<file path="src/hw/cps15_snd_pkg.sv">
package cps15_snd_pkg;

    // Command word layout: opcode on top, argument below
    localparam int CMD_W    = 16;
    localparam int ARG_W    = 12;
    localparam int OP_W     = CMD_W - ARG_W;
    localparam int VOL_W    = 4;
    localparam int SAMPLE_W = 16;

    // APB port sizes
    localparam int APB_AW = 4;
    localparam int APB_DW = 32;

    // Register map
    localparam logic [APB_AW-1:0] REG_CMD    = 4'h0;
    localparam logic [APB_AW-1:0] REG_CTRL   = 4'h4;
    localparam logic [APB_AW-1:0] REG_STATUS = 4'h8;

    // STATUS fields
    localparam int STATUS_EMPTY_BIT = 8;
    localparam int STATUS_FULL_BIT  = 9;

    // Sound command opcodes
    typedef enum logic [OP_W-1:0] {
        OP_NOP   = 4'h0,
        OP_VOL_L = 4'h1,
        OP_VOL_R = 4'h2,
        OP_PLAY  = 4'h3,
        OP_MUTE  = 4'h4
    } snd_op_e;

    typedef logic signed [SAMPLE_W-1:0] snd_sample_t;

endpackage
</file>
<file path="src/hw/cps15_snd_game.sv">
`timescale 1ns/1ps

module cps15_snd_game #(
    parameter int FIFO_DEPTH = 8,
    parameter int SAMPLE_DIV = 16
) (
    input  logic                              clk,
    input  logic                              rst_n,
    // Main CPU register port (APB)
    input  logic [cps15_snd_pkg::APB_AW-1:0]  paddr,
    input  logic                              psel,
    input  logic                              penable,
    input  logic                              pwrite,
    input  logic [cps15_snd_pkg::APB_DW-1:0]  pwdata,
    output logic [cps15_snd_pkg::APB_DW-1:0]  prdata,
    output logic                              pready,
    output logic                              pslverr,
    // Sound output
    output cps15_snd_pkg::snd_sample_t        snd_left,
    output cps15_snd_pkg::snd_sample_t        snd_right,
    output logic                              sample
);

    import cps15_snd_pkg::*;

    localparam int LVL_W = $clog2(FIFO_DEPTH) + 1;

    // Bridge to FIFO
    logic             push;
    logic [CMD_W-1:0] push_data;
    logic [LVL_W-1:0] level;
    logic             full;
    logic             empty;
    // FIFO to sequencer
    logic             pop;
    logic [CMD_W-1:0] pop_data;
    logic             run;

    cps15_main_if #(
        .FIFO_DEPTH ( FIFO_DEPTH )
    ) u_main_if (
        .clk        ( clk        ),
        .rst_n      ( rst_n      ),
        .paddr      ( paddr      ),
        .psel       ( psel       ),
        .penable    ( penable    ),
        .pwrite     ( pwrite     ),
        .pwdata     ( pwdata     ),
        .prdata     ( prdata     ),
        .pready     ( pready     ),
        .pslverr    ( pslverr    ),
        .level      ( level      ),
        .full       ( full       ),
        .empty      ( empty      ),
        .push       ( push       ),
        .push_data  ( push_data  ),
        .run        ( run        )
    );

    cps15_cmd_fifo #(
        .FIFO_DEPTH ( FIFO_DEPTH ),
        .CMD_W      ( CMD_W      )
    ) u_cmd_fifo (
        .clk        ( clk        ),
        .rst_n      ( rst_n      ),
        .push       ( push       ),
        .push_data  ( push_data  ),
        .pop        ( pop        ),
        .pop_data   ( pop_data   ),
        .level      ( level      ),
        .full       ( full       ),
        .empty      ( empty      )
    );

    cps15_qsnd_seq #(
        .SAMPLE_DIV ( SAMPLE_DIV )
    ) u_qsnd_seq (
        .clk        ( clk        ),
        .rst_n      ( rst_n      ),
        .run        ( run        ),
        .pop_data   ( pop_data   ),
        .empty      ( empty      ),
        .pop        ( pop        ),
        .snd_left   ( snd_left   ),
        .snd_right  ( snd_right  ),
        .sample     ( sample     )
    );

endmodule

</file>
<file path="src/hw/cps15_qsnd_seq.sv">
`timescale 1ns/1ps

module cps15_qsnd_seq #(
    parameter int SAMPLE_DIV = 16
) (
    input  logic                             clk,
    input  logic                             rst_n,
    input  logic                             run,
    // Command FIFO head
    input  logic [cps15_snd_pkg::CMD_W-1:0]  pop_data,
    input  logic                             empty,
    output logic                             pop,
    // Sound output
    output cps15_snd_pkg::snd_sample_t       snd_left,
    output cps15_snd_pkg::snd_sample_t       snd_right,
    output logic                             sample
);

    import cps15_snd_pkg::*;

    localparam int DIV_W = $clog2(SAMPLE_DIV);

    logic [DIV_W-1:0]        div_cnt;
    logic                    tick;

    snd_op_e                 cmd_op;
    logic [ARG_W-1:0]        cmd_arg;

    logic [VOL_W-1:0]        vol_l;
    logic [VOL_W-1:0]        vol_r;
    logic signed [ARG_W-1:0] snd_level;
    logic [VOL_W-1:0]        nxt_vol_l;
    logic [VOL_W-1:0]        nxt_vol_r;
    logic signed [ARG_W-1:0] nxt_level;

    // Signed level times unsigned volume fits in one sample
    function automatic snd_sample_t mix(
        input logic signed [ARG_W-1:0] lvl,
        input logic [VOL_W-1:0]        vol
    );
        logic signed [ARG_W+VOL_W:0] prod;
        prod = lvl * $signed({1'b0, vol});
        return prod[SAMPLE_W-1:0];
    endfunction

    // Sample rate divider restarting at reset release
    always_ff @(posedge clk) begin
        if (!rst_n) begin
            div_cnt <= '0;
        end else if (tick) begin
            div_cnt <= '0;
        end else begin
            div_cnt <= div_cnt + 1'b1;
        end
    end

    assign tick = (div_cnt == DIV_W'(SAMPLE_DIV - 1));

    // One command per tick and only while running
    assign pop = tick & run & ~empty;

    assign cmd_op  = snd_op_e'(pop_data[CMD_W-1:ARG_W]);
    assign cmd_arg = pop_data[ARG_W-1:0];

    // Command decoder feeding this tick's sample
    always_comb begin
        nxt_vol_l = vol_l;
        nxt_vol_r = vol_r;
        nxt_level = snd_level;
        if (pop) begin
            case (cmd_op)
                OP_VOL_L: nxt_vol_l = cmd_arg[VOL_W-1:0];
                OP_VOL_R: nxt_vol_r = cmd_arg[VOL_W-1:0];
                OP_PLAY:  nxt_level = $signed(cmd_arg);
                OP_MUTE: begin
                    nxt_vol_l = '0;
                    nxt_vol_r = '0;
                end
                // NOP and unknown codes leave the state alone
                default: ;
            endcase
        end
    end

    always_ff @(posedge clk) begin
        if (!rst_n) begin
            vol_l     <= '0;
            vol_r     <= '0;
            snd_level <= '0;
            snd_left  <= '0;
            snd_right <= '0;
            sample    <= 1'b0;
        end else begin
            sample <= tick;
            if (tick) begin
                vol_l     <= nxt_vol_l;
                vol_r     <= nxt_vol_r;
                snd_level <= nxt_level;
                snd_left  <= mix(nxt_level, nxt_vol_l);
                snd_right <= mix(nxt_level, nxt_vol_r);
            end
        end
    end

    // Strobe lasts a single cycle
    a_sample_one_cycle: assert property (
        @(posedge clk) disable iff (!rst_n) sample |=> !sample
    ) else $error("sample strobe held for more than one cycle");

    // Pops only happen on a tick so a strobe always follows
    a_pop_on_tick: assert property (
        @(posedge clk) disable iff (!rst_n) pop |=> sample
    ) else $error("command popped outside a sample tick");

endmodule

</file>
<file path="src/hw/cps15_cmd_fifo.sv">
`timescale 1ns/1ps

module cps15_cmd_fifo #(
    parameter int FIFO_DEPTH = 8,
    parameter int CMD_W      = cps15_snd_pkg::CMD_W
) (
    input  logic                        clk,
    input  logic                        rst_n,
    // Write side
    input  logic                        push,
    input  logic [CMD_W-1:0]            push_data,
    // Read side
    input  logic                        pop,
    output logic [CMD_W-1:0]            pop_data,
    // Occupancy
    output logic [$clog2(FIFO_DEPTH):0] level,
    output logic                        full,
    output logic                        empty
);

    localparam int PTR_W = $clog2(FIFO_DEPTH);

    logic [CMD_W-1:0] mem [FIFO_DEPTH];
    logic [PTR_W-1:0] wr_ptr;
    logic [PTR_W-1:0] rd_ptr;
    logic [PTR_W:0]   count;

    // Storage, written at the tail
    always_ff @(posedge clk) begin
        if (push) begin
            mem[wr_ptr] <= push_data;
        end
    end

    // Pointers wrap naturally since the depth is a power of two
    always_ff @(posedge clk) begin
        if (!rst_n) begin
            wr_ptr <= '0;
            rd_ptr <= '0;
            count  <= '0;
        end else begin
            if (push) begin
                wr_ptr <= wr_ptr + 1'b1;
            end
            if (pop) begin
                rd_ptr <= rd_ptr + 1'b1;
            end
            case ({push, pop})
                2'b10:   count <= count + 1'b1;
                2'b01:   count <= count - 1'b1;
                default: count <= count;
            endcase
        end
    end

    // Head entry is always visible
    assign pop_data = mem[rd_ptr];
    assign level    = count;
    assign full     = (count == (PTR_W+1)'(FIFO_DEPTH));
    assign empty    = (count == '0);

    // The bridge must refuse writes while full
    a_no_push_full: assert property (
        @(posedge clk) disable iff (!rst_n) push |-> !full
    ) else $error("push while command FIFO is full");

    // The sequencer must hold off while empty
    a_no_pop_empty: assert property (
        @(posedge clk) disable iff (!rst_n) pop |-> !empty
    ) else $error("pop while command FIFO is empty");

endmodule

</file>
<file path="src/hw/cps15_main_if.sv">
`timescale 1ns/1ps

module cps15_main_if #(
    parameter int FIFO_DEPTH = 8
) (
    input  logic                              clk,
    input  logic                              rst_n,
    // APB slave
    input  logic [cps15_snd_pkg::APB_AW-1:0]  paddr,
    input  logic                              psel,
    input  logic                              penable,
    input  logic                              pwrite,
    input  logic [cps15_snd_pkg::APB_DW-1:0]  pwdata,
    output logic [cps15_snd_pkg::APB_DW-1:0]  prdata,
    output logic                              pready,
    output logic                              pslverr,
    // Command FIFO side
    input  logic [$clog2(FIFO_DEPTH):0]       level,
    input  logic                              full,
    input  logic                              empty,
    output logic                              push,
    output logic [cps15_snd_pkg::CMD_W-1:0]   push_data,
    // Sequencer control
    output logic                              run
);

    import cps15_snd_pkg::*;

    logic       access;
    logic       hit_cmd;
    logic       hit_ctrl;
    logic       hit_status;
    logic       mapped;
    logic       bad_write;
    logic [7:0] level_byte;

    // Zero wait states, every access cycle completes
    assign access = psel & penable;
    assign pready = access;

    assign hit_cmd    = (paddr == REG_CMD);
    assign hit_ctrl   = (paddr == REG_CTRL);
    assign hit_status = (paddr == REG_STATUS);
    assign mapped     = hit_cmd | hit_ctrl | hit_status;

    // STATUS is read only, CMD refuses writes once the FIFO is full
    assign bad_write = pwrite & (hit_status | (hit_cmd & full));
    assign pslverr   = access & (~mapped | bad_write);

    assign push      = access & pwrite & hit_cmd & ~full;
    assign push_data = pwdata[CMD_W-1:0];

    always_ff @(posedge clk) begin
        if (!rst_n) begin
            run <= 1'b0;
        end else if (access && pwrite && hit_ctrl) begin
            run <= pwdata[0];
        end
    end

    assign level_byte = 8'(level);

    // Read mux, CMD reads back as zero
    always_comb begin
        prdata = '0;
        if (psel && !pwrite) begin
            case (paddr)
                REG_CTRL: begin
                    prdata = {{(APB_DW-1){1'b0}}, run};
                end
                REG_STATUS: begin
                    prdata[7:0]              = level_byte;
                    prdata[STATUS_EMPTY_BIT] = empty;
                    prdata[STATUS_FULL_BIT]  = full;
                end
                default: begin
                    prdata = '0;
                end
            endcase
        end
    end

    // Access phase must follow a setup phase on the same select
    a_penable_after_setup: assert property (
        @(posedge clk) disable iff (!rst_n)
        $rose(penable) |-> psel && $past(psel)
    ) else $error("penable rose without a preceding APB setup cycle");

endmodule

</file>
<file path="config.mk">
export PLATFORM = sky130hd
export DESIGN_NAME = cps15_snd_game
export DESIGN_NICKNAME = d
export VERILOG_FILES = /design/src/hw/cps15_snd_pkg.sv /design/src/hw/cps15_snd_game.sv /design/src/hw/cps15_qsnd_seq.sv /design/src/hw/cps15_cmd_fifo.sv /design/src/hw/cps15_main_if.sv
export SDC_FILE = /design/constraint.sdc
export NUM_CORES = 1
export LEC_CHECK = 0
export BUFFER_PORTS_ARGS = -buffer_cell sky130_fd_sc_hd__buf_2
export CORE_MARGIN = 3
export CORE_UTILIZATION = 24
export DETAILED_ROUTE_END_ITERATION = 8
export SLEW_MARGIN = 20
export SYNTH_ARGS = -nofsm -noshare
export SYNTH_HDL_FRONTEND = slang
export SYNTH_SLANG_ARGS = --single-unit
export TNS_END_PERCENT = 20
</file>
<file path="constraint.sdc">
create_clock -name clk -period 6.45 [get_ports clk]
set_input_delay 0 -clock clk [delete_from_list [all_inputs] [get_ports clk]]
set_output_delay 0 -clock clk [all_outputs]
set_load 0.02 [all_outputs]
</file>
# Word-level counts from Yosys, hierarchy flattened
# Memories as Yosys holds them, arrays and structs flattened. A register that Yosys moved wholly into a read port is not among the register bits.
# Index checks and enable logic that the tools add are counted.
dict set report word_totals {
  ff_bits 68
  ram_bits 128
  inputBits 41
  output_inout_bits 67
  n_memories 1
}
dict set report op_classes {
  addsub 5
  n_mul 2
  eq_ne 10
  n_mux 13
  n_bitwise 17
  n_reduce_logical 8
}
# memory depth width read_ports rd_ports_with_merged_regs write_ports line
set mem_list {}
lappend mem_list {u_cmd_fifo.mem 8 16 1 1 1 cps15_cmd_fifo.sv:23} ;# logic [CMD_W-1:0] mem [FIFO_DEPTH];
# op n
set ops {}
lappend ops {{multiplier 12 x 5 -> 16 bit} 2}
lappend ops {{2-to-1 mux 12 bit} 2}
lappend ops {{one-hot mux 4 bit (2 select lines)} 3}
lappend ops {{one-hot mux 10 bit (2 select lines)} 1}
lappend ops {{== test 4 bit (second input constant)} 3}
lappend ops {{2-to-1 mux 10 bit} 1}
lappend ops {{AND 1 bit} 9}
lappend ops {{adder 4 x 1 -> 4 bit (second input constant)} 2}
lappend ops {{== test 4 x 2 -> 1 bit (second input constant)} 2}
lappend ops {{== test 4 x 3 -> 1 bit (second input constant)} 2}
lappend ops {{logical NOT 4 bit} 2}
lappend ops {{2-to-1 mux 4 bit} 2}
lappend ops {{adder 3 x 1 -> 3 bit (second input constant)} 2}
lappend ops {{2-to-1 mux 3 bit} 2}
lappend ops {{== test 4 x 1 -> 1 bit (second input constant)} 1}
lappend ops {{NOT 1 bit} 4}
lappend ops {{bitwise OR 1 bit} 4}
lappend ops {{subtractor 4 x 1 -> 4 bit (second input constant)} 1}
lappend ops {{logical AND 1 bit} 3}
lappend ops {{== test 2 x 1 -> 1 bit (second input constant)} 1}
lappend ops {{== test 2 bit (second input constant)} 1}
lappend ops {{2-to-1 mux 1 bit} 2}
lappend ops {{nonzero test 2 bit} 1}
lappend ops {{OR reduction 2 bit} 1}
lappend ops {{logical NOT 1 bit} 1}

# Logic depth before layout (Yosys ltp)
dict set report depth {
  ltp_word 6
  depth_mapped 27
}

# Cells and area by module
# Synthesis repeated with hierarchy kept, for this count alone.
dict set report hier_totals {
  cells_unflattened 1009
  area_unflattened_um2 11746.3
}
# module n_inst cells_per_inst area_each_um2 seq_area_each_um2
set by_module_without_submodules {}
lappend by_module_without_submodules {cps15_qsnd_seq 1 688 5690.5 1141.1}
lappend by_module_without_submodules {cps15_cmd_fifo 1 255 5567.8 4103.9}
lappend by_module_without_submodules {cps15_main_if 1 66 488.0 20.0}

# Worst setup path after synthesis
# No wires, ideal clock.
dict set report synth_path {
  path_type {register -> register}
  startpoint {reg (tool-made name)}
  endpoint {reg u_qsnd_seq.snd_left[15]}
  setup_ns 0.086
  arrival_ns 5.903
  path_slack_ns 0.462
  stages_incl_launch_ff 26
  cell_sequence {dfxtp_1 > clkbuf_1 > buf_4 > buf_4 > mux4_2 > mux2_2 > a22oi_1 > nor2_1 > a21oi_1 > clkbuf_1 > nor2_1 > ha_1 > fa_1 > inv_1 > fa_1 > inv_1 > ha_1 > a21oi_1 > nor2_1 > a311oi_1 > o2bb2ai_1 > o21ai_0 > o41ai_1 > xnor2_1 > xnor2_1 > a211oi_1}
}
# item line
set synth_rtl {}
lappend synth_rtl {{end signal: assignment} cps15_qsnd_seq.sv:99} ;# snd_left <= mix(nxt_level, nxt_vol_l);
lappend synth_rtl {{end: declaration} cps15_qsnd_seq.sv:14} ;# output cps15_snd_pkg::snd_sample_t snd_left,

==> reports/qor.yml <==
finish:
  area_growth_pct: 18.0
  fin_nets: 1222
  final_cells: 1681
  num_antenna_cells: 0
  finish.utilization_pct: 28.8
  drive_gt1_share_pct: 19.2
sta:
  slew_violations: 0
  finalSetupViolCount: 0
  tightestPinTransition_ps: 1090
  clock.fmax_mhz: 165
  fin_crit_ps: 6070
  fin_crit_sh_pct: 94.2
  finClkSkew_ps: 11.5
  finalHoldViolCount: 0
  slew_headroom_pct: 27.1
placed_design:
  dp.final_hpwl_um: 17200
  gp_congestion: 0.782
  port_buffers: 65
  dp.cells: 1630
worst_setup_path:
  crit_family: "adder cells"
  critPathBufInv: 4
  critPathMaxFanout: 16
  cp.arrival_ps: 6430
  r2r-end: "u_qsnd_seq.snd_right[15]"
  cp_cell_sequence: "buf_12 -> mux4_2 -> mux2i_4 -> and4_1 -> a22oi_1 -> nor2_1 -> a21oi_1 -> buf_4 -> nor2_1 -> ha_1 -> fa_1 -> inv_1 -> fa_1 -> inv_1 -> ha_1 -> nand3_1 -> o2111ai_1 -> a31o_2 -> a21oi_1 -> o21ai_0 -> o41ai_1 -> xnor2_1 -> a211oi_2"
  cp-start-kind: "flip-flop"
  slowest_delay_ps: 570
  cp-end-kind: "flip-flop"
  cp.required_ps: 6810
  worstSetupPathType: "flip-flop to flip-flop"
  crit_path_top_delay_cell: "mux4_2"
  reg2reg_slack_ps: 380
  worst_r2r_path_depth: 23
clocking:
  tritoncts: "built"
  cts_sinks: 199
  clk-insertion-delay-late_ps: 450
  htreeDepth: 4
  clockRootBuffer: "clkbuf_16"
  cts_max_path_buffers: 2
  cts-buffers-inserted: 17
  clk_pin_slew_ps: 80
synth:
  post-synth-top-area-fraction_pct: 34.6
  yosysTopAreaCell: "edfxtp_1"
  ys_types: 60
  synth_edf_count: 128
  synth-main-ff-cell: "edfxtp_1"
  async_reset_ff_share_pct: 0
  ys_seq_area_share_pct: 47.4
  synth_area_um2: 11100
  yosysWarningCount: 0
  synth_cells: 960
  synth.area.top_cells: "edfxtp_1, dfxtp_1, fa_1"
  syn_area_per_cell_um2: 11.6
  ys_ff_latch: 199
die:
  core-area_um2: 45600
  start_util_pct: 24.4
  die-area_um2: 48900
  rows: 78
  die_x_um: 221
  die_h_um: 221
  io_pins: 108
routing:
  route.detailed.drc: 0
  antenna_left: 0
  vias: 7188
  drt_wl_total_um: 24100
  drt_iter0_markers: 553
  wl_per_cell_um: 14.4
  vias_per_cell: 4.28
  drt-pass1-iter-count: 5
min_path:
  holdPathEnd: "u_cmd_fifo.wr_ptr[1]"
  holdCritPathClass: "primary input to flip-flop"
  min_path_cells: 5
  hold_start: "paddr[3]"
global_routing:
  grt_overflow: 0
  antenna_found_initial: 2
  grt_use_total_pct: 10.0
  grt_pass1_vias: 7179
  grt_max_degree: 63
  grt_pass1_wl_um: 39300
power_and_ir_drop:
  irDropWorstVdd_v: 0.000177
  seq_power_share_pct: 53.2
  pwr-share-comb_pct: 2.3
  powerDensity_nw_per_um2: 194
  p_sw_uw: 605
  power_frac_clock_pct: 44.5
  cellLeakagePower_nw: 5.04
  internal_power_mw: 1.94
  p_sw_share_pct: 23.7
job:
  drv_cap: 0
outcome:
  status: "finished, final reports clean"
-- layer usage --
| layer | part of all wire, % | global-route usage (%) | wire length (µm) | up-vias |
|---|---|---|---|---|
| met5 | 0.11 | 0 | 27 | - |
| met4 | 0.69 | 1.95 | 167 | 4 |
| met3 | 3.6 | 2.40 | 859 | 19 |
| met2 | 48 | 16.3 | 11500 | 135 |
| met1 | 48 | 13.8 | 11600 | 3559 |
| li1 | - | - | - | 3471 |
-- worst max path at each step --
stage              start  slack, ps                        to  depth (start not counted)
2_1_floorplan  flip-flop        460   u_qsnd_seq.snd_left[15]                         25
3_3_place_gp   flip-flop        450   u_qsnd_seq.snd_left[15]                         25
3_5_place_dp   flip-flop        430   u_qsnd_seq.snd_left[15]                         25
4_1_cts        flip-flop        380  u_qsnd_seq.snd_right[15]                         23
5_1_grt        flip-flop         -9   u_qsnd_seq.snd_left[15]                         23
6_report       flip-flop        380  u_qsnd_seq.snd_right[15]                         23
-- cell usage after synthesis (all sizes together) (9+ instances only) --
cell,n
nand3,13
xnor2,24
nor2,138
ha,64
or2,14
fa,49
xor2,9
buf,34
nand2b,13
clkbuf,27
dfxtp,71
mux2i,18
a21oi,44
o21ai,23
nand2,59
edfxtp,128
nor3,11
inv,100
mux4,32
-- placed cells by master (no fill, tap or decap), types with 15 or more instances in the layout --
cell and instances:
a21oi_1 43, buf_2 65, buf_4 40, clkbuf_16 17, conb_1 26, dfxtp_1 70
dlygate4sd3_1 19, edfxtp_1 128, fa_1 49, ha_1 64, inv_1 99, mux2i_1 15
mux4_2 32, nand2_1 59, nor2_1 136, xnor2_1 24
-- metrics by stage --
stage	power (mW)	setup TNS (ps)	setup WS, ps	hold WS [ps]	instance area (µm²)
2_1_floorplan	1.42	0	462	82.8	11200
3_3_place_gp	1.43	0	447	267	12300
3_5_place_dp	1.43	0	430	282	12300
4_1_cts	2.57	0	378	122	13100
5_1_grt	2.63	-9.08	-9.08	171	13100
6_report	2.55	0	377	128	13100
-- power groups by stage --
stage / registers, mW / clock network, mW / logic, mW
global route: 1.36 / 1.21 / 0.0647
floorplan: 1.38 / 0 / 0.0394
finish: 1.36 / 1.13 / 0.0588
CTS: 1.36 / 1.16 / 0.0594
global placement: 1.38 / 0 / 0.0477
detailed placement: 1.38 / 0 / 0.0495
-- what timing repair did --
action | CTS | global route
hold buffers | 19 | 0
setup endpoints to repair | 0 | 2
gates resized for setup | 0 | 2
hold endpoints to repair | 135 | 0
buffers inserted | 0 | 0
-- sequential cells by signal (all words and copies together) (netlist names), 4 cells and up, named ones only --
name and flops:
u_cmd_fifo.mem 128, u_qsnd_seq.snd_left 16, u_qsnd_seq.snd_right 16, u_qsnd_seq.snd_level 12, u_cmd_fifo.level 4, u_qsnd_seq.div_cnt 4
u_qsnd_seq.vol_l 4, u_qsnd_seq.vol_r 4
-- final cells by class --
cell class                 instances  area, µm²
fill                            4679      32500
multi-input combinational        625       5250
tap                              600        751
clock buffer                      17        425
timing repair buffer             125        836
inverter                         100        377
sequential                       199       5270
clock inverter                    15        205
-- kinds of logic (layout without fill, tap and decap cells) --
family                     Yosys count  in the layout  synth area share (%)
AOI/OAI and AO/OA                  109            109                  6.60
and+or+nand+nor                    288            288                  11.8
muxes                               56             56                  8.98
adders and majority gates          113            113                  16.0
DFF                                199            199                  47.4
xor gates and xnor gates            33             33                  2.60
other                                1             26                0.0338
buffers and inverters              161            257                  6.51
-- tightest hold or removal path: cells and delay by family --
family / cells / cell delay, ps
AOI/OAI and AO/OA: 1 / 130
and+or+nand+nor: 2 / 170
buffers and inverters: 1 / 110
muxes: 1 / 130
Note: power is estimated with default switching activity, not from simulation.
